### config.mk
export PLATFORM = sky130hd
export DESIGN_NAME = mem_router
export DESIGN_NICKNAME = d
export VERILOG_FILES = /design/src/bus_pkg.sv /design/src/mem_map_pkg.sv /design/src/mem_router.sv
export SDC_FILE = /design/constraint.sdc
export NUM_CORES = 1
export LEC_CHECK = 0
export ABC_AREA = 1
export BUFFER_PORTS_ARGS = -buffer_cell sky130_fd_sc_hd__buf_2
export CORE_AREA = 4 4 98 100
export DETAILED_ROUTE_END_ITERATION = 12
export DIE_AREA = 0 0 102 104
export PLACE_DENSITY = 0.64
export SYNTH_ARGS = -nofsm -noshare
export SYNTH_HDL_FRONTEND = slang
export SYNTH_SLANG_ARGS = --single-unit
### constraint.sdc
create_clock -name vclk -period 1.1
set_clock_uncertainty 0.2 [all_clocks]
set_input_delay 0 -clock vclk [all_inputs]
set_output_delay 0 -clock vclk [all_outputs]
set_load 0.01 [all_outputs]
### src/bus_pkg.sv
/* Data bus definitions
   Bus widths plus the slave response state and GPIO register selects */

`default_nettype none

package bus_pkg;

    // ~~~~~~~~~~~~~~~~~~~~~~~~~~~~~~~~~~~~~~~~~~~~~~~~~~~~~~~~~~
    // Widths
    // ~~~~~~~~~~~~~~~~~~~~~~~~~~~~~~~~~~~~~~~~~~~~~~~~~~~~~~~~~~

    localparam int unsigned ADDRW = 16;        // Master byte address
    localparam int unsigned XLEN  = 32;
    localparam int unsigned STRBW = XLEN / 8;  // One strobe per byte lane

    // ~~~~~~~~~~~~~~~~~~~~~~~~~~~~~~~~~~~~~~~~~~~~~~~~~~~~~~~~~~
    // Slave handshake and GPIO decode
    // ~~~~~~~~~~~~~~~~~~~~~~~~~~~~~~~~~~~~~~~~~~~~~~~~~~~~~~~~~~

    typedef enum logic {
        IDLE,   // Waiting for en
        RESP    // ready high for one cycle
    } slave_state_t;

    // Word offsets inside the GPIO window
    typedef enum logic [1:0] {
        GPIO_OUT = 2'd0,
        GPIO_DIR = 2'd1,
        GPIO_IN  = 2'd2
    } gpio_reg_t;

    localparam int unsigned GPIO_NREGS = 3;    // Offsets from here on are unmapped

endpackage

`default_nettype wire

### src/mem_map_pkg.sv
/* Data-side memory map
   Window bases and sizes, RAM geometry and GPIO pin count */

`default_nettype none

package mem_map_pkg;

    // ~~~~~~~~~~~~~~~~~~~~~~~~~~~~~~~~~~~~~~~~~~~~~~~~~~~~~~~~~~
    // Address windows, in bytes
    // ~~~~~~~~~~~~~~~~~~~~~~~~~~~~~~~~~~~~~~~~~~~~~~~~~~~~~~~~~~

    // GPIO register block
    localparam int unsigned GPIO_BASE_ADDR = 32'h0000;
    localparam int unsigned GPIO_BASE_SIZE = 32'h0800;

    // Data RAM, right above the GPIO window
    localparam int unsigned DATA_MEM_BASE_ADDR = 32'h0800;
    localparam int unsigned DATA_MEM_BASE_SIZE = 32'h1000;

    // Everything from 0x1800 upward is unmapped

    // ~~~~~~~~~~~~~~~~~~~~~~~~~~~~~~~~~~~~~~~~~~~~~~~~~~~~~~~~~~
    // Derived geometry
    // ~~~~~~~~~~~~~~~~~~~~~~~~~~~~~~~~~~~~~~~~~~~~~~~~~~~~~~~~~~

    localparam int unsigned RAM_DEPTH = DATA_MEM_BASE_SIZE >> 2;  // Four bytes per word
    localparam int unsigned RAM_AW    = $clog2(RAM_DEPTH);        // Word index width

    // ~~~~~~~~~~~~~~~~~~~~~~~~~~~~~~~~~~~~~~~~~~~~~~~~~~~~~~~~~~
    // GPIO
    // ~~~~~~~~~~~~~~~~~~~~~~~~~~~~~~~~~~~~~~~~~~~~~~~~~~~~~~~~~~

    localparam int unsigned GPIO_W = 8;  // Pins, all in byte lane 0

endpackage

`default_nettype wire

### src/mem_router.sv
/* Data-side address router
   Steers the master access to GPIO or data RAM, answers unmapped ones itself */

`timescale 1ns/1ps
`default_nettype none

module mem_router
    import bus_pkg::*;
    import mem_map_pkg::*;
(
    // Master side
    input  logic             mst_en,
    input  logic             mst_wr,
    input  logic [ADDRW-1:0] mst_addr,
    input  logic [XLEN-1:0]  mst_wdata,
    input  logic [STRBW-1:0] mst_strb,
    output logic [XLEN-1:0]  mst_rdata,
    output logic             mst_ready,
    // GPIO block
    output logic             gpio_en,
    output logic             gpio_wr,
    output logic [ADDRW-1:0] gpio_addr,
    output logic [XLEN-1:0]  gpio_wdata,
    output logic [STRBW-1:0] gpio_strb,
    input  logic [XLEN-1:0]  gpio_rdata,
    input  logic             gpio_ready,
    // Data RAM
    output logic             data_mem_en,
    output logic             data_mem_wr,
    output logic [ADDRW-1:0] data_mem_addr,
    output logic [XLEN-1:0]  data_mem_wdata,
    output logic [STRBW-1:0] data_mem_strb,
    input  logic [XLEN-1:0]  data_mem_rdata,
    input  logic             data_mem_ready
);

    logic [ADDRW-1:0] gpio_off;
    logic [ADDRW-1:0] mem_off;
    logic             gpio_hit;
    logic             mem_hit;

    // ~~~~~~~~~~~~~~~~~~~~~~~~~~~~~~~~~~~~~~~~~~~~~~~~~~~~~~~~~~
    // Range decode
    // ~~~~~~~~~~~~~~~~~~~~~~~~~~~~~~~~~~~~~~~~~~~~~~~~~~~~~~~~~~

    // Offset compare, below-base addresses wrap high and miss
    assign gpio_off = mst_addr - ADDRW'(GPIO_BASE_ADDR);
    assign mem_off  = mst_addr - ADDRW'(DATA_MEM_BASE_ADDR);

    assign gpio_hit = (gpio_off < ADDRW'(GPIO_BASE_SIZE));
    assign mem_hit  = !gpio_hit && (mem_off < ADDRW'(DATA_MEM_BASE_SIZE));

    // ~~~~~~~~~~~~~~~~~~~~~~~~~~~~~~~~~~~~~~~~~~~~~~~~~~~~~~~~~~
    // Steering
    // ~~~~~~~~~~~~~~~~~~~~~~~~~~~~~~~~~~~~~~~~~~~~~~~~~~~~~~~~~~

    always_comb begin
        // Idle slave ports by default
        gpio_en        = 1'b0;
        gpio_wr        = 1'b0;
        gpio_addr      = '0;
        gpio_wdata     = '0;
        gpio_strb      = '0;
        data_mem_en    = 1'b0;
        data_mem_wr    = 1'b0;
        data_mem_addr  = '0;
        data_mem_wdata = '0;
        data_mem_strb  = '0;

        // Unmapped access completes at once
        mst_rdata = '0;
        mst_ready = 1'b1;

        if (gpio_hit) begin
            gpio_en    = mst_en;
            gpio_wr    = mst_wr;
            gpio_addr  = mst_addr;
            gpio_wdata = mst_wdata;
            gpio_strb  = mst_strb;
            mst_rdata  = gpio_rdata;
            mst_ready  = gpio_ready;
        end else if (mem_hit) begin
            data_mem_en    = mst_en;
            data_mem_wr    = mst_wr;
            data_mem_addr  = mst_addr;
            data_mem_wdata = mst_wdata;
            data_mem_strb  = mst_strb;
            mst_rdata      = data_mem_rdata;
            mst_ready      = data_mem_ready;
        end
    end

endmodule

`default_nettype wire

# Yosys cells after proc, flatten, opt, wreduce, memory -nomap -nowiden

Index checks and enable logic that the tools add are counted.

$lt $le $gt $ge: 2
Mux-type cells: 19
$add $sub $neg: 1
Reductions and logical operators: 2

Operators with widths:

| kind                                                          | number |
|---|---|
| 2-to-1 mux 32 bit                                             | 5 |
| 2-to-1 mux 16 bit                                             | 3 |
| less-than comparator 16 x 12 -> 1 bit (second input constant) | 1 |
| less-than comparator 16 x 13 -> 1 bit (second input constant) | 1 |
| subtractor 16 x 12 -> 16 bit (second input constant)          | 1 |
| 2-to-1 mux 4 bit                                              | 3 |
| 2-to-1 mux 1 bit                                              | 8 |
| logical AND 1 bit                                             | 1 |
| logical NOT 1 bit                                             | 1 |

Register bits: 0

# Depth between registers and ports, before layout

Gate-level depths: netlist of the first run.

Depth in word-level cells: 5
Gate-level depth with buffers: 9
Depth with buffers taken out: 9

# Least setup slack after synthesis of the first run

OpenSTA, ideal clock, no wires.

Path kind: input to output
Start point: input port mst_addr[11]
End point: output port data_mem_addr[0]
Stages: 7
Arrival time: 1064 ps
Slack: -164 ps
Buffers on the path: 1
Cells stage by stage: inv_1 -> ha_1 -> nand2_1 -> nor2_4 -> nand3_4 -> buf_6 -> nor2_1

Cells in the longest elaborated chain, start to end: 5
Elaborated cells on any way between the ends: 7
Classes of those cells: 1 x add/sub; 2 x order compare; 2 x mux; 2 x reduce/logical

RTL lines:

| what                                                                                         | RTL line                           | text |
|---|---|---|
| start, declared                                                                              | mem_router.sv:14                   | `input logic [ADDRW-1:0] mst_addr,` |
| subtractor 16 x 12 -> 16 bit / less-than comparator 16 x 12 -> 1 bit (equally long branches) | mem_router.sv:48, mem_router.sv:50 |  |
| less-than comparator 16 x 13 -> 1 bit / logical NOT 1 bit (equally long branches)            | mem_router.sv:51                   | `assign mem_hit = !gpio_hit && (mem_off < ADDRW'(DATA_MEM_BASE_SIZE));` |
| logical AND 1 bit                                                                            | mem_router.sv:51                   |  |
| 2-to-1 mux 16 bit                                                                            | mem_router.sv:82                   | `end else if (mem_hit) begin` |
| 2-to-1 mux 16 bit *                                                                          | mem_router.sv:74                   | `if (gpio_hit) begin` |
| end, declared                                                                                | mem_router.sv:30                   | `output logic [ADDRW-1:0] data_mem_addr,` |

Mark *: on every way between the ends. The rest lies on a longest branch, timed or not.

# Worst setup path in the final report of the first run

Start point: input port mst_addr[12]
End point: output port data_mem_wdata[29]

Cells in the longest elaborated chain, start to end: 5
Elaborated cells on any way between the ends: 7
Classes of those cells: 1 x add/sub; 2 x order compare; 2 x mux; 2 x reduce/logical

RTL lines:

| what                                                                                         | RTL line                           | text |
|---|---|---|
| subtractor 16 x 12 -> 16 bit / less-than comparator 16 x 12 -> 1 bit (equally long branches) | mem_router.sv:48, mem_router.sv:50 |  |
| less-than comparator 16 x 13 -> 1 bit / logical NOT 1 bit (equally long branches)            | mem_router.sv:51                   |  |
| logical AND 1 bit                                                                            | mem_router.sv:51                   |  |
| 2-to-1 mux 32 bit                                                                            | mem_router.sv:82                   |  |
| 2-to-1 mux 32 bit *                                                                          | mem_router.sv:74                   |  |
| end, declared                                                                                | mem_router.sv:31                   | `output logic [XLEN-1:0] data_mem_wdata,` |

Marks and branches as above.

==> results.py, run 1 <==
metrics = {
    "detailed_routing": {
        "via_per_inst": 4.30,
        "drc": 0,
        "post_drt_wl_per_cell_um": 15.8,
        "wirelength_mm": 10.8,
        "drtIter0Drc": 80,
        "firstDrtPassIters": 4,
        "via_count": 2939,
        "drtAntennaViolNets": 0,
    },
    "synth": {
        "synth_area_per_cell_um2": 4.53,
        "synth_largest_area_cell": "nor2_1",
        "yosysSeqAreaShare_pct": 0,
        "synth_area_leaders": "nor2_1, nand2_1, inv_1",
        "ys_types": 17,
        "yosysTopAreaCellShare_pct": 25.4,
        "yosys_warnings": 0,
        "syn_inst": 300,
        "syn_area_um2": 1360,
    },
    "pwr": {
        "irDropWorstVdd_mv": 0.102,
        "p_comb_share_pct": 100.0,
        "pwr-share-clk_pct": 0,
        "sequentialPowerShare_pct": 0,
        "intPower_uw": 541,
        "power_density_nw_per_um2": 258,
        "power.share.switching_pct": 52.6,
        "p_leak_nw": 2.48,
        "power_mw": 1.14,
        "p_sw_uw": 600,
    },
    "final_layout": {
        "final_common_cell": "buf_2",
        "fin_nets": 699,
        "fin_area_um2": 4430,
        "n_antenna_cell": 0,
        "fillers": 778,
        "multi_input_area_um2": 1620,
        "area_growth_pct": 226,
        "final_cell_mix": "buf_2, buf_6, nor2_4",
        "nFlopsAndLatches": 0,
        "n_clock_buffer": 0,
        "register_area_um2": 0,
        "drive_gt1_share_pct": 71.4,
    },
    "critical_path": {
        "arrival_ns": 1.26,
        "worstPathMaxFanout": 5,
        "crit_family": "buffers and inverters",
        "slowest_stage": "nor2_4",
        "endpoint": "data_mem_wdata[29]",
        "cp-end-kind": "primary output",
        "required_ns": 0.90,
        "crit_path_start_kind": "primary input",
        "cp_num_cells": 12,
        "slowest_delay_ns": 0.18,
        "path_class": "primary input to primary output",
        "cp_num_buf_inv": 6,
        "critPathLaunch": "mst_addr[12]",
        "path_cells": "buf_8, inv_6, ha_4, inv_2, nand2_2, nand2_2, nor2_4, nand3_4, buf_6, buf_8, nor2_2, buf_2",
    },
    "sta": {
        "fin_crit_ns": 1.46,
        "hold_slack_ns": 0.0767,
        "setup_violations": 135,
        "fmax_mhz": 685,
        "setup_ws_ns": -0.361,
        "hold_viol": 0,
        "rsz0062_at_grt": "yes",
        "slew_viol_final": 0,
        "setup-tns-final_ns": -34.04,
        "layout_worst_path_cycle_share_pct": 133,
    },
    "global_route": {
        "antenna_found_initial": 0,
        "grt_overflow": 0,
        "grt_pass1_wl_mm": 13.2,
        "grt_pass1_vias": 2645,
        "grt_max_degree": 34,
        "grt.total_usage_pct": 15.1,
    },
    "die": {
        "die_h_um": 104,
        "initial_core_util_pct": 15.7,
        "core_area_um2": 8680,
        "die_w_um": 102,
        "dieArea_um2": 10600,
        "io_pins": 261,
        "std_cell_rows": 34,
    },
    "run_status": {
        "violations": "negative setup slack",
        "status": "finished, violations left",
    },
    "place": {
        "dp_hpwl_mm": 6.41,
        "gp_routability_congestion": 0.853,
        "place_area_um2": 2910,
        "portBuffers": 255,
    },
    "cts": {
        "cts-hold-fix-buffers": 0,
    },
    "run": {
        "max_cap_viol_count": 0,
    },
    "min_path": {
        "hp-class": "primary input to primary output",
    },
}
[metrics by stage]
stage               util (%)  cells  worst slack (ns)
finish                  51.0    684            -0.361
detailed placement      33.5    660            -0.388
floorplan                  -    305            -0.150
global placement        33.5    660            -0.373
global route            51.0    684            -0.430
CTS                     42.1    680            -0.326
[cell type report]
class | instances | share of cell area (%)
Timing Repair Buffer | 298 | 55.4
Multi-Input combinational cell | 220 | 36.5
Inverter | 58 | 5.09
Tap cell | 108 | 3.05
[worst min-delay path by stage]
stage | from | to | slack (ns) | cells past startpoint
2_1_floorplan | mst_addr[13] | data_mem_addr[13] | -0.09 | 2
3_3_place_gp | gpio_rdata[9] | mst_rdata[9] | 0.08 | 4
5_1_grt | gpio_rdata[18] | mst_rdata[18] | 0.10 | 4
3_5_place_dp | gpio_rdata[9] | mst_rdata[9] | 0.08 | 4
6_report | gpio_rdata[28] | mst_rdata[28] | 0.08 | 4
4_1_cts | gpio_rdata[9] | mst_rdata[9] | 0.08 | 4
[repair_timing]
action                     CTS  global route
pin swaps                    6            10
resized for setup           99           154
gates cloned                10             4
setup buffers               10             5
setup endpoints to repair  135           135
[power by group through the flow]
stage / logic (mW) / clock network, mW / registers, mW
6_report: 1.14 / 0 / 0
5_1_grt: 1.22 / 0 / 0
4_1_cts: 0.948 / 0 / 0
3_5_place_dp: 0.745 / 0 / 0
3_3_place_gp: 0.743 / 0 / 0
2_1_floorplan: 0.366 / 0 / 0
[cell families (layout without fill, tap and decap cells)]
family        after synthesis  in the layout  share of synthesized area [%]
simple gates              212            213                           69.6
buf+inv                    86            356                           29.2
fa+ha+maj                   1              1                          0.920
other cells                 1              6                          0.276
[synthesized netlist by cell type (all sizes together)]
master and instances:
conb 1, inv 58, ha 1, nand4 34, buf 22, or2 1
nand2 71, nor2 104, clkbuf 6, nand3 2
[metal layers]
metal  global-route usage, %  vias up  share of wire (%)
met1                    17.7     1339                 34
met5                       0        -                  0
li1                        -     1441                  -
met2                    28.7      147                 57
met3                    2.08       12                8.2
met4                    2.25        0                1.2
Note: power is estimated with default switching activity, not from simulation.
==> inputs of run 2 (changes only) <==
Settings changed: CORE_AREA 4 4 98 100 to 2 2 102 104, DIE_AREA 0 0 102 104 to 0 0 104 106, PLACE_DENSITY 0.64 to 0.59, SLEW_MARGIN set to 10.
==> run 2 against run 1 <==
  * The flow still finishes with violations (negative setup slack)
  * Flip-flop and latch count did not move
  * Cell area fell by 20%
  * Final cell count rose by 4.1%
  * Sequential share of layout area did not move
  * Combinational power fell by 15%
  * Power fell by 15%
  * Die area rose by 3.9%
  * Clock-buffer cell count did not move
  * Non-clock buffer count did not move
  * Fmax rose by 0.96%
  * Critical endpoint is now data_mem_wdata[16]
  * Highest routed layer unchanged
==> results.py, run 2 (synthesized netlist as in run 1, its figures left out) <==
metrics = {
    "run_status": {
        "status": "finished, violations left",
        "violations": "negative setup slack",
    },
    "critical_path": {
        "cp-end-kind": "primary output",
        "arrival_ns": 1.25,
        "crit_path_start_kind": "primary input",
        "path_class": "primary input to primary output",
        "required_ns": 0.90,
        "worstPathMaxFanout": 5,
    },
    "die": {
        "initial_core_util_pct": 13.6,
        "std_cell_rows": 37,
        "die_w_um": 104,
        "die_h_um": 106,
        "core_area_um2": 10000,
        "dieArea_um2": 11000,
        "io_pins": 261,
    },
    "place": {
        "portBuffers": 255,
        "dp.cells": 698,
        "gp_routability_congestion": 0.793,
        "place_area_um2": 3010,
        "dp_hpwl_mm": 5.93,
    },
    "final_layout": {
        "final_cell_mix": "buf_2, nand2_1, inv_1",
        "area_growth_pct": 161,
        "drive_gt1_share_pct": 63.2,
        "register_area_um2": 0,
        "final_common_cell": "buf_2",
        "fin_area_um2": 3550,
        "fin_cells": 712,
        "n_antenna_cell": 0,
        "nFlopsAndLatches": 0,
        "n_clock_buffer": 0,
        "fin_nets": 699,
    },
    "detailed_routing": {
        "wirelength_mm": 8.27,
        "via_count": 2784,
        "firstDrtPassIters": 5,
        "drtIter0Drc": 165,
        "drtAntennaViolNets": 0,
        "drc": 0,
        "post_drt_wl_per_cell_um": 11.6,
        "via_per_inst": 3.91,
    },
    "pwr": {
        "p_leak_nw": 2.36,
        "irDropWorstVdd_mv": 0.0907,
        "power_density_nw_per_um2": 273,
        "power_uw": 969,
    },
    "sta": {
        "layout_worst_path_cycle_share_pct": 132,
        "slew_viol_final": 0,
        "rsz0062_at_grt": "yes",
        "fin_crit_ns": 1.45,
        "setup_violations": 134,
        "setup_ws_ns": -0.347,
        "hold_viol": 0,
        "fmax_mhz": 691,
        "setup-tns-final_ns": -29.59,
    },
    "global_route": {
        "grt.total_usage_pct": 13.5,
        "grt_pass1_wl_mm": 12.5,
        "antenna_found_initial": 0,
        "grt_pass1_vias": 2509,
        "grt_max_degree": 34,
        "grt_overflow": 0,
    },
    "min_path": {
        "hold_depth": 4,
        "holdCritStartpoint": "gpio_rdata[26]",
        "hp-class": "primary input to primary output",
        "hold-path-endpoint": "mst_rdata[26]",
    },
    "run": {
        "max_cap_viol_count": 0,
    },
}
==> run 2: cell types whose count changed in the layout (fill, tap and decap cells not counted), sizes merged <==
| cell | change |
|---|---|
| buf | +4 |
| clkbuf | -4 |
==> run 2: stage by stage <==
step	hold slack (ns)	utilization, %	worst slack (ns)
after global placement	0.0795	30.1	-0.357
after global routing	0.0985	35.5	-0.436
after detailed placement	0.0801	30.1	-0.397
final	0.0726	35.5	-0.347
after floorplan	-0.0911	-	-0.150
after CTS	0.0801	35.0	-0.348
==> run 2: how the worst max path moves through the flow <==
stage	startpoint	to	cells past startpoint
finish	mst_addr[12]	data_mem_wdata[16]	10
global route	mst_addr[11]	data_mem_wdata[16]	12
CTS	mst_addr[12]	data_mem_addr[4]	10
detailed placement	mst_addr[12]	data_mem_addr[4]	11
global placement	mst_addr[12]	data_mem_addr[4]	9
floorplan	mst_addr[11]	data_mem_addr[0]	9
==> run 2: cell type report <==
| class | count | area, um2 |
|---|---|---|
| Timing Repair Buffer | 298 | 1920 |
| Inverter | 58 | 228 |
| Multi-Input combinational cell | 220 | 1240 |
| Tap cell | 136 | 170 |
| Fill cell | 1137 | 6450 |
==> run 2: metal layers <==
layer  global-route usage [%]  up-vias  share of wire (%)
li1                         -     1441                  -
met1                     17.7     1204                 42
met2                     24.9      131                 51
met3                     1.41        8                5.8
met4                    0.676        0               0.35
met5                        0        -                  0
==> run 2: power breakdown <==
| part | internal [mW] | leakage, nW | switching, mW |
|---|---|---|---|
| sequential | 0 | 0 | 0 |
| clock | 0 | 0 | 0 |
| combinational | 0.472 | 2.36 | 0.497 |
==> run 2: what timing repair did <==
item	in CTS	in global routing
cloned	8	0
hold buffers	0	0
pin swaps	5	6
setup endpoints to repair	135	135
buffers inserted	11	2
resized for setup	50	37
==> run 2: worst max-delay path, stage by stage <==
cell and delay [ns]:
buf_8 0.08, inv_6 0.03, ha_4 0.26, nand2_4 0.04, nor2_4 0.16, nand3_4 0.16, buf_12 0.17, buf_16 0.14
nor2_4 0.09, buf_6 0.11
