--- src/bus_pkg.sv ---
/* Data bus definitions
   Bus widths plus the slave response state and GPIO register selects */

`default_nettype none

package bus_pkg;

    // ~~~~~~~~~~~~~~~~~~~~~~~~~~~~~~~~~~~~~~~~~~~~~~~~~~~~~~~~~~
    // Widths
    // ~~~~~~~~~~~~~~~~~~~~~~~~~~~~~~~~~~~~~~~~~~~~~~~~~~~~~~~~~~

    localparam int unsigned ADDRW = 16;        // Master byte address
    localparam int unsigned XLEN  = 32;
    localparam int unsigned STRBW = XLEN / 8;  // One strobe per byte lane

    // ~~~~~~~~~~~~~~~~~~~~~~~~~~~~~~~~~~~~~~~~~~~~~~~~~~~~~~~~~~
    // Slave handshake and GPIO decode
    // ~~~~~~~~~~~~~~~~~~~~~~~~~~~~~~~~~~~~~~~~~~~~~~~~~~~~~~~~~~

    typedef enum logic {
        IDLE,   // Waiting for en
        RESP    // ready high for one cycle
    } slave_state_t;

    // Word offsets inside the GPIO window
    typedef enum logic [1:0] {
        GPIO_OUT = 2'd0,
        GPIO_DIR = 2'd1,
        GPIO_IN  = 2'd2
    } gpio_reg_t;

    localparam int unsigned GPIO_NREGS = 3;    // Offsets from here on are unmapped

endpackage

`default_nettype wire

--- src/mem_map_pkg.sv ---
/* Data-side memory map
   Window bases and sizes, RAM geometry and GPIO pin count */

`default_nettype none

package mem_map_pkg;

    // ~~~~~~~~~~~~~~~~~~~~~~~~~~~~~~~~~~~~~~~~~~~~~~~~~~~~~~~~~~
    // Address windows, in bytes
    // ~~~~~~~~~~~~~~~~~~~~~~~~~~~~~~~~~~~~~~~~~~~~~~~~~~~~~~~~~~

    // GPIO register block
    localparam int unsigned GPIO_BASE_ADDR = 32'h0000;
    localparam int unsigned GPIO_BASE_SIZE = 32'h0800;

    // Data RAM, right above the GPIO window
    localparam int unsigned DATA_MEM_BASE_ADDR = 32'h0800;
    localparam int unsigned DATA_MEM_BASE_SIZE = 32'h1000;

    // Everything from 0x1800 upward is unmapped

    // ~~~~~~~~~~~~~~~~~~~~~~~~~~~~~~~~~~~~~~~~~~~~~~~~~~~~~~~~~~
    // Derived geometry
    // ~~~~~~~~~~~~~~~~~~~~~~~~~~~~~~~~~~~~~~~~~~~~~~~~~~~~~~~~~~

    localparam int unsigned RAM_DEPTH = DATA_MEM_BASE_SIZE >> 2;  // Four bytes per word
    localparam int unsigned RAM_AW    = $clog2(RAM_DEPTH);        // Word index width

    // ~~~~~~~~~~~~~~~~~~~~~~~~~~~~~~~~~~~~~~~~~~~~~~~~~~~~~~~~~~
    // GPIO
    // ~~~~~~~~~~~~~~~~~~~~~~~~~~~~~~~~~~~~~~~~~~~~~~~~~~~~~~~~~~

    localparam int unsigned GPIO_W = 8;  // Pins, all in byte lane 0

endpackage

`default_nettype wire

--- src/gpio_regs.sv ---
/* GPIO register block
   Output, direction and synchronized input registers behind the en/ready slave port */

`timescale 1ns/1ps
`default_nettype none

module gpio_regs
    import bus_pkg::*;
    import mem_map_pkg::*;
(
    input  logic              aclk,
    input  logic              arst_n,
    input  logic              srst,
    input  logic              en,
    input  logic              wr,
    input  logic [ADDRW-1:0]  addr,
    input  logic [XLEN-1:0]   wdata,
    input  logic [STRBW-1:0]  strb,
    output logic [XLEN-1:0]   rdata,
    output logic              ready,
    input  logic [GPIO_W-1:0] gpio_in,
    output logic [GPIO_W-1:0] gpio_out,
    output logic [GPIO_W-1:0] gpio_oe
);

    slave_state_t      state;
    logic              accept;
    logic [ADDRW-1:0]  gpio_off;
    logic [ADDRW-3:0]  word_off;
    logic              reg_hit;
    gpio_reg_t         reg_sel;
    logic [XLEN-1:0]   rd_data;
    logic [GPIO_W-1:0] sync_q;    // First synchronizer stage
    logic [GPIO_W-1:0] gpio_in_q; // GPIO_IN register

    // ~~~~~~~~~~~~~~~~~~~~~~~~~~~~~~~~~~~~~~~~~~~~~~~~~~~~~~~~~~
    // Register decode
    // ~~~~~~~~~~~~~~~~~~~~~~~~~~~~~~~~~~~~~~~~~~~~~~~~~~~~~~~~~~

    assign gpio_off = addr - ADDRW'(GPIO_BASE_ADDR);
    assign word_off = gpio_off[ADDRW-1:2];
    assign reg_hit  = (word_off < (ADDRW-2)'(GPIO_NREGS));
    assign reg_sel  = gpio_reg_t'(word_off[1:0]);

    assign accept = en && (state == IDLE) && !srst;
    assign ready  = (state == RESP);

    always_comb begin
        rd_data = '0;  // Unmapped offsets read zero
        if (reg_hit) begin
            case (reg_sel)
                GPIO_OUT: rd_data[GPIO_W-1:0] = gpio_out;
                GPIO_DIR: rd_data[GPIO_W-1:0] = gpio_oe;
                GPIO_IN:  rd_data[GPIO_W-1:0] = gpio_in_q;
                default:  rd_data = '0;
            endcase
        end
    end

    // ~~~~~~~~~~~~~~~~~~~~~~~~~~~~~~~~~~~~~~~~~~~~~~~~~~~~~~~~~~
    // Handshake FSM and writable registers
    // ~~~~~~~~~~~~~~~~~~~~~~~~~~~~~~~~~~~~~~~~~~~~~~~~~~~~~~~~~~

    always_ff @(posedge aclk or negedge arst_n) begin
        if (!arst_n) begin
            state    <= IDLE;
            gpio_out <= '0;
            gpio_oe  <= '0;
        end else if (srst) begin
            state    <= IDLE;
            gpio_out <= '0;
            gpio_oe  <= '0;
        end else begin
            state <= accept ? RESP : IDLE;  // RESP lasts one cycle
            if (accept && wr && reg_hit && strb[0]) begin
                case (reg_sel)
                    GPIO_OUT: gpio_out <= wdata[GPIO_W-1:0];
                    GPIO_DIR: gpio_oe  <= wdata[GPIO_W-1:0];
                    default: ;  // GPIO_IN is read only
                endcase
            end
        end
    end

    // Read data for the RESP cycle, zero on writes
    always_ff @(posedge aclk) begin
        if (accept) begin
            rdata <= wr ? '0 : rd_data;
        end
    end

    // Two-flop input synchronizer
    always_ff @(posedge aclk or negedge arst_n) begin
        if (!arst_n) begin
            sync_q    <= '0;
            gpio_in_q <= '0;
        end else begin
            sync_q    <= gpio_in;
            gpio_in_q <= sync_q;
        end
    end

endmodule

`default_nettype wire

--- config.mk ---
export PLATFORM = sky130hd
export DESIGN_NAME = gpio_regs
export DESIGN_NICKNAME = d
export VERILOG_FILES = /design/src/bus_pkg.sv /design/src/mem_map_pkg.sv /design/src/gpio_regs.sv
export SDC_FILE = /design/constraint.sdc
export NUM_CORES = 1
export LEC_CHECK = 0
export ABC_AREA = 0
export BUFFER_PORTS_ARGS = -buffer_cell sky130_fd_sc_hd__clkbuf_2
export CAP_MARGIN = 40
export CORE_ASPECT_RATIO = 0.6
export CORE_UTILIZATION = 48
export CTS_BUF_LIST = sky130_fd_sc_hd__clkbuf_4
export CTS_CLUSTER_DIAMETER = 80
export DETAILED_ROUTE_END_ITERATION = 7
export PLACE_DENSITY = 0.88
export SYNTH_ARGS = -nofsm -noshare
export SYNTH_HDL_FRONTEND = slang
export SYNTH_SLANG_ARGS = --single-unit
--- constraint.sdc ---
create_clock -name aclk -period 2.1 [get_ports aclk]
set_input_delay 0.21 -clock aclk [delete_from_list [all_inputs] [get_ports aclk]]
set_output_delay 0.21 -clock aclk [all_outputs]
set_load 0.02 [all_outputs]
After elaboration in Yosys (flattened, before gate mapping)
Cells that the tools add are included.

storage, ports and cells
  bits in registers = 65
  input port bits = 65
  logic and storage cells = 34

operators by class
  magnitude comparators = 1
  eq/ne operators = 2
  muxes and demuxes = 9
  bitwise logic cells = 2
  reductions and logical operators = 13

operators by type and width
  kind                 number
  $mux 8               6
  $pmux 8 s3           1
  $lt 14x2->1 const B  1
  $reduce_bool 2->1    3
  $logic_and 1x1->1    5
  $reduce_and 2->1     2
  $eq 2x1->1 const B   1
  $eq 2x2->1 const B   1
  $logic_not 2->1      1
  $mux 1               2
  $not 1->1            2
  $reduce_or 2->1      1
  $logic_not 1->1      1

Longest topological paths before layout
Gate-level depths: netlist of run 1.

  depth after elaboration = 8
  depth in mapped cells = 6
  gate-level depth less buffers = 4

Worst setup path before layout of run 1
No wires, ideal clock.

  kind = register to register
  start = reg state, in the netlist ready
  end = reg rdata[0] (enable)
  library setup time = 0.385 ns
  arrival time = 1.162 ns
  slack = 0.552 ns
  stages on the path, launching flop included = 2
  path buffers = 0
  path through = dfrtp_1 nor3b_1

between the ends
  word-level cells in the longest chain between the ends = 3

RTL lines
  item                             line             source
  from (decl)                      gpio_regs.sv:26  slave_state_t state;
  from (signal assigned)           gpio_regs.sv:74  state <= accept ? RESP : IDLE;
  $not 1->1                        gpio_regs.sv:45  assign accept = en && (state == IDLE) && !srst;
  $logic_and 1x1->1 (2 in series)  gpio_regs.sv:45
  to (signal assigned)             gpio_regs.sv:88  rdata <= wr ? '0 : rd_data;
  to (decl)                        gpio_regs.sv:19  output logic [XLEN-1:0] rdata,

Every way passes these cells.
A chain may end at the register's enable or synchronous reset.

Final worst setup path of run 1
  start = reg state, in the netlist ready
  end = reg gpio_out[2]

between the ends
  word-level cells in the longest chain between the ends = 8

RTL lines
  item                                line             source
  $not 1->1                           gpio_regs.sv:45
  $logic_and 1x1->1 (2 in series)     gpio_regs.sv:45
  $logic_and 1x1->1 (3 in series)     gpio_regs.sv:75  if (accept && wr && reg_hit && strb[0]) begin
  $reduce_bool 2->1 (no source line)  --
  $reduce_and 2->1 (no source line)   --
  to (signal assigned)                gpio_regs.sv:77  GPIO_OUT: gpio_out <= wdata[GPIO_W-1:0];
  to (decl)                           gpio_regs.sv:22  output logic [GPIO_W-1:0] gpio_out,

Every way passes these cells.

==> out/qor.yml, run 1 <==
floorplan:
  core_um2: 3700
  die-height_um: 50.5
  initial_core_util: 0.507
  num_rows: 17
  io_pins: 114
  fp.dieW_um: 82.8
  dieArea_um2: 4170
clocking:
  cts.repair.resized: 0
  cts_root_buffer: "clkbuf_4"
  cts_max_path_buffers: 2
  numCtsBuffers: 5
  clock_sinks: 41
  cts_tree: "built"
  clk_latency_ns: 0.35
  cts_setup_buffers: 0
  htree_levels: 2
  ctsHoldBuffers: 9
  clk_pin_slew_worst_paths_ns: 0.12
route:
  viasPerCell: 5.04
  antenna_left: 0
  drt_iter0_markers: 151
  drc: 0
  via_count: 1458
  drt-pass1-iter-count: 6
  wirelength_um: 3960
  drt-wirelength-per-cell_um: 13.7
placement:
  gp_congestion: 0.803
  dpl_worst_slack_ns: 0.480
  io_buffers: 60
  dp_hpwl_um: 2850
logic_synthesis:
  syn_area_um2: 1880
  synth-simple-area-share: 0.151
  synth_cells: 172
  ys_types: 24
  synth_compound_area_frac: 0.107
  synth_adder_area_share: 0
  yosysSeqAreaShare: 0.568
  synth-seq-cells: 41
  synth.area.mux_share: 0.0426
  yosysWarnings: 0
  synth_top_family_by_area: "simple AND/OR/NAND/NOR gates"
  syn-mean-instance-area_um2: 10.9
  synth_xor_area_frac: 0
sta:
  rsz0062_at_grt: "no"
  fin_crit_ns: 1.54
  fin_skew_ns: 0.00890
  hold_viol_final: 0
  tightest_slew_ns: 0.818
  max_freq_ghz: 0.649
  fin_ws_ns: 0.559
  finalCritPeriodShare: 0.734
  slew_headroom: 0.455
  finalSetupViolCount: 0
  slew_violations: 0
  tns_ns: 0
grt:
  grt_first_pass_wirelength_um: 5910
  grt_use_met3: 0.0818
  grt_pass1_vias: 1239
  use_met2: 0.296
  overflow: 0
  use_met1: 0.274
  grt.busiest_layer: "met2"
  antenna_found_initial: 0
  grt_max_degree: 34
  grt_usage: 0.204
pwr:
  p_per_area_nw_per_um2: 618
  p_total_uw: 1400
  leakage_uw: 0.00107
  ir_drop_mv: 0.445
critical_path:
  slowest_stage: "dfrtp_1"
  crit_path_end_kind: "flop"
  cp_slowest_stage_delay_ns: 0.43
  path_max_fanout: 8
  cp_data_required_time_ns: 2.33
  crit_arrival_ns: 1.77
  crit_chain: "and4b_1 > nand3_1 > o21ai_0 > a21oi_1"
  worst_setup_path_start_kind: "flop"
  critical_path_class: "flop to flop"
finish:
  antenna-diode-count: 0
  final_layout_size_suffix_gt1_frac: 0.314
  num-nets-final: 306
  syn_to_final_growth_pct: 20.5
  fillers: 330
  finish.utilization: 0.611
job:
  maxCapViolations: 0
hold_path:
  min_path_type: "input pin to flop"
outcome:
  outcome: "finished, final reports clean"
==> logic make-up (layout without fill, tap and decap cells) <==
kind of cell,count (synthesis),count (layout)
and+or+nand+nor,47,47
DFF,41,41
AOI/OAI and AO/OA,40,40
buffers and inverters,35,82
muxes,8,8
other,1,24
==> where the power goes <==
part           switching, uW  internal (uW)
clock network            246            155
registers               6.15            829
logic                    109           54.2
==> routing by layer <==
layer / up-vias / routed length (um)
met1: 663 / 1630
met3: 6 / 515
li1: 704 / -
met5: - / 0
met2: 85 / 1760
met4: 0 / 47
==> cell usage after synthesis <==
cell type	n	area share
nor4_2	2	0.013
nand4_1	16	0.053
clkbuf_1	3	0.0060
nor2_1	16	0.032
conb_1	1	0.0020
a21oi_1	24	0.064
buf_2	4	0.011
and3_1	1	0.0033
mux2i_1	8	0.043
buf_6	1	0.0060
nor3b_1	2	0.0080
nor2b_1	1	0.0033
and2_0	1	0.0033
dfrtp_1	33	0.44
nor2_2	1	0.0033
nand3_1	3	0.0080
buf_4	26	0.10
and4b_1	1	0.0053
nand2_1	1	0.0020
edfxtp_1	8	0.13
clkbuf_4	1	0.0040
nand3b_1	1	0.0040
nor4_4	1	0.011
o21ai_0	16	0.043
==> cell type report <==
type | instances | area (um2) | share of cell area
flip-flops and latches | 41 | 1070 | 0.471
multi-input cells | 119 | 653 | 0.289
repair buffers | 74 | 428 | 0.189
well taps | 47 | 58.8 | 0.0260
clock buffers | 7 | 52.6 | 0.0232
clock inverters | 1 | 3.75 | 0.00166
==> stage by stage <==
| stage | area [um2] | instances | hold WS [ns] |
|---|---|---|---|
| floorplan | 1960 | 195 | -0.0856 |
| global placement | 2120 | 272 | 0.318 |
| detailed placement | 2120 | 272 | 0.320 |
| CTS | 2260 | 289 | 0.0894 |
| global route | 2260 | 289 | 0.0879 |
| finish | 2260 | 289 | 0.0964 |
==> sequential cells by signal, indices dropped and copies added, names as in the netlist <==
register and cells:
gpio_in_q 8, gpio_oe 8, gpio_out 8, rdata 8
ready 1, sync_q 8
==> final timing paths <==
kind	start	endpoint	slack, ns	cells after the start
hold reg to reg	sync_q[0]	gpio_in_q[0]	0.36	0
setup reg to reg	ready	gpio_out[2]	0.56	4
max in group asynchronous	arst_n	gpio_out[4]	1.11	2
min in group asynchronous	arst_n	gpio_out[7]	0.48	2
hold / removal	wdata[2]	gpio_out[2]	0.1	3
setup / recovery	ready	gpio_out[2]	0.56	4
==> placed cells by master (no fill, tap or decap), drive strengths merged <==
cell type,synthesis,layout
nand3,3,3
dfrtp,33,33
conb,1,24
nor2,17,17
o21ai,16,16
nor3b,2,2
mux2i,8,8
nand2,1,1
nor4,3,3
nor2b,1,1
clkbuf,4,67
buf,31,5
edfxtp,8,8
and4b,1,1
nand3b,1,1
clkinv,0,1
dlygate4sd3,0,9
and2,1,1
nand4,16,16
and3,1,1
a21oi,24,24
==> worst max-delay path, delay by kind of cell (launching register included) <==
family,cells,cell delay [ns]
AO/OA/AOI/OAI,2,0.40
flip-flops,1,0.43
AND/OR/NAND/NOR,2,0.60
Power figures use the tool's default switching activity.
==> inputs of run 2 (changes only) <==
- CORE_UTILIZATION: 48 -> 44
- PLACE_DENSITY: 0.88 -> 0.81
- clock period: 2.1 -> 1.5 ns (I/O delays scaled with it)
==> out/qor.yml, run 2 (same netlist as run 1, synthesis figures left out) <==
outcome:
  outcome: "finished, final reports clean"
floorplan:
  die-height_um: 52.6  # +4.3%
  num_rows: 17  # unchanged
  initial_core_util: 0.485  # -0.0223
  core_um2: 3870  # +4.6%
  fp.dieW_um: 86.3  # +4.3%
  dieArea_um2: 4540  # +8.8%
  io_pins: 114  # unchanged
clocking:
  clk_latency_ns: 0.36  # about the same
  numCtsBuffers: 5  # unchanged
  cts_max_path_buffers: 2  # unchanged
  cts_tree: "built"
  cts_setup_buffers: 0  # unchanged
  cts_root_buffer: "clkbuf_4"
  clk_pin_slew_worst_paths_ns: 0.13  # about the same
  clock_sinks: 41  # unchanged
  htree_levels: 2  # unchanged
route:
  drt-wirelength-per-cell_um: 12.6  # -8.0%
  wl_met1_um: 1860  # +14%
  viasPerCell: 4.74  # -6.1%
  via_count: 1440  # -1.2%
  drc: 0  # unchanged
  wirelength_um: 3830  # -3.2%
  met3_length_um: 281  # -45%
  drt-pass1-iter-count: 5  # -1
  antenna_left: 0  # unchanged
  dr.max_layer_used: "met4"
  drt_iter0_markers: 141  # -6.6%
  route.met2.wl_um: 1650  # -6.3%
pwr:
  netSwitchingFraction: 0.232  # -0.0256
  p_total_uw: 2300  # +65%
  clockPowerShare: 0.391  # +0.105
  p_per_area_nw_per_um2: 966  # +56%
  combPwrFrac: 0.102  # -0.014
  intPower_uw: 1770  # +70%
  p_switching_uw: 535  # +48%
  seqPwrFrac: 0.507  # -0.090
  leakage_uw: 0.00112  # +4.7%
  ir_drop_mv: 0.607  # +37%
grt:
  overflow: 0  # unchanged
  grt_first_pass_wirelength_um: 6080  # +2.8%
  grt_max_degree: 34  # unchanged
  grt_usage: 0.185  # -0.0198
  antenna_found_initial: 0  # unchanged
  grt_pass1_vias: 1278  # +3.1%
critical_path:
  critical_path_class: "flop to flop"
  cp_data_required_time_ns: 1.78  # -0.55 ns
  worst_setup_path_start_kind: "flop"
  crit_arrival_ns: 1.71  # -0.06 ns
  path_max_fanout: 16  # +8
  crit_path_end_kind: "flop"
sta:
  max_freq_ghz: 0.700  # +7.8%
  fin_skew_ns: 0.00884  # -0.0000688 ns
  fin_ws_ns: 0.0704  # -0.489 ns
  finalCritPeriodShare: 0.953  # +0.219
  slew_violations: 0  # unchanged
  hold_viol_final: 0  # unchanged
  rsz0062_at_grt: "no"
  fin_crit_ns: 1.43  # -0.111 ns
  finalSetupViolCount: 0  # unchanged
  tns_ns: 0  # unchanged
finish:
  multi_input_area_um2: 659  # +0.96%
  syn_to_final_growth_pct: 27.0
  antenna-diode-count: 0  # unchanged
  final_common_cell: "clkbuf_2"
  fillers: 348  # +5.5%
  num-nets-final: 311  # +1.6%
  seq_area_um2: 1070  # unchanged
  final_layout_size_suffix_gt1_frac: 0.340  # +0.0260
  final_cell_mix: "clkbuf_2 (60), dfrtp_1 (33), a21oi_1 (24), conb_1 (24)"
  finish.utilization: 0.616  # +0.00481
job:
  maxCapViolations: 0  # unchanged
placement:
  dp_hpwl_um: 2880  # +1.1%
  dpl_worst_slack_ns: 0.0182  # -0.462 ns
  io_buffers: 60  # unchanged
  gp_congestion: 0.818  # +1.9%
hold_path:
  min_path_type: "input pin to flop"
-- run 2: what timing repair did --
item | in CTS | in global routing
hold buffers | 9 | 0
endpoints found under the hold margin | 41 | 0
resized for setup | 0 | 2
endpoints found under the setup margin | 0 | 7
-- run 2: critical path, stage by stage (launching register included) --
cell and delay (ns):
dfrtp_1 0.40, and4b_2 0.32, and2_0 0.17, buf_6 0.16, nand4_1 0.13, a21oi_1 0.18
-- run 2: worst paths after layout --
| kind | from | to | slack, ns | cells past startpoint |
|---|---|---|---|---|
| hold reg to reg | sync_q[7] | gpio_in_q[7] | 0.36 | 0 |
| min in group asynchronous | arst_n | sync_q[0] | 0.33 | 3 |
| setup reg to reg | ready | gpio_out[3] | 0.07 | 5 |
| hold / removal | wdata[7] | gpio_oe[7] | 0.03 | 3 |
| setup / recovery | ready | gpio_out[3] | 0.07 | 5 |
| max in group asynchronous | arst_n | gpio_out[2] | 0.87 | 3 |
-- run 2: power by group through the flow --
stage          clock, uW  combinational [uW]  sequential [uW]
3_3_place_gp           0                 213             1190
3_5_place_dp           0                 215             1190
4_1_cts              908                 233             1170
2_1_floorplan          0                 158             1200
5_1_grt              975                 257             1170
6_report             900                 236             1170
-- run 2: layout make-up --
type | instances | area share
Sequential cell | 41 | 0.447
Timing Repair Buffer | 79 | 0.202
Multi-Input combinational cell | 119 | 0.276
Tap cell | 57 | 0.0299
Clock buffer | 5 | 0.0157
Clock inverter | 3 | 0.0289
-- run 2: stage by stage --
step,hold WS [ns],area [um2],cells
3_5_place_dp,0.194,2180,287
2_1_floorplan,-0.146,1970,195
3_3_place_gp,0.192,2180,287
5_1_grt,0.0183,2380,304
6_report,0.0343,2380,304
4_1_cts,0.0289,2380,304
-- run 2: metal layers --
layer,GRT usage,up-vias
met5,0,-
met3,0.0646,6
met1,0.261,666
met2,0.263,57
met4,0.0611,0
li1,-,711
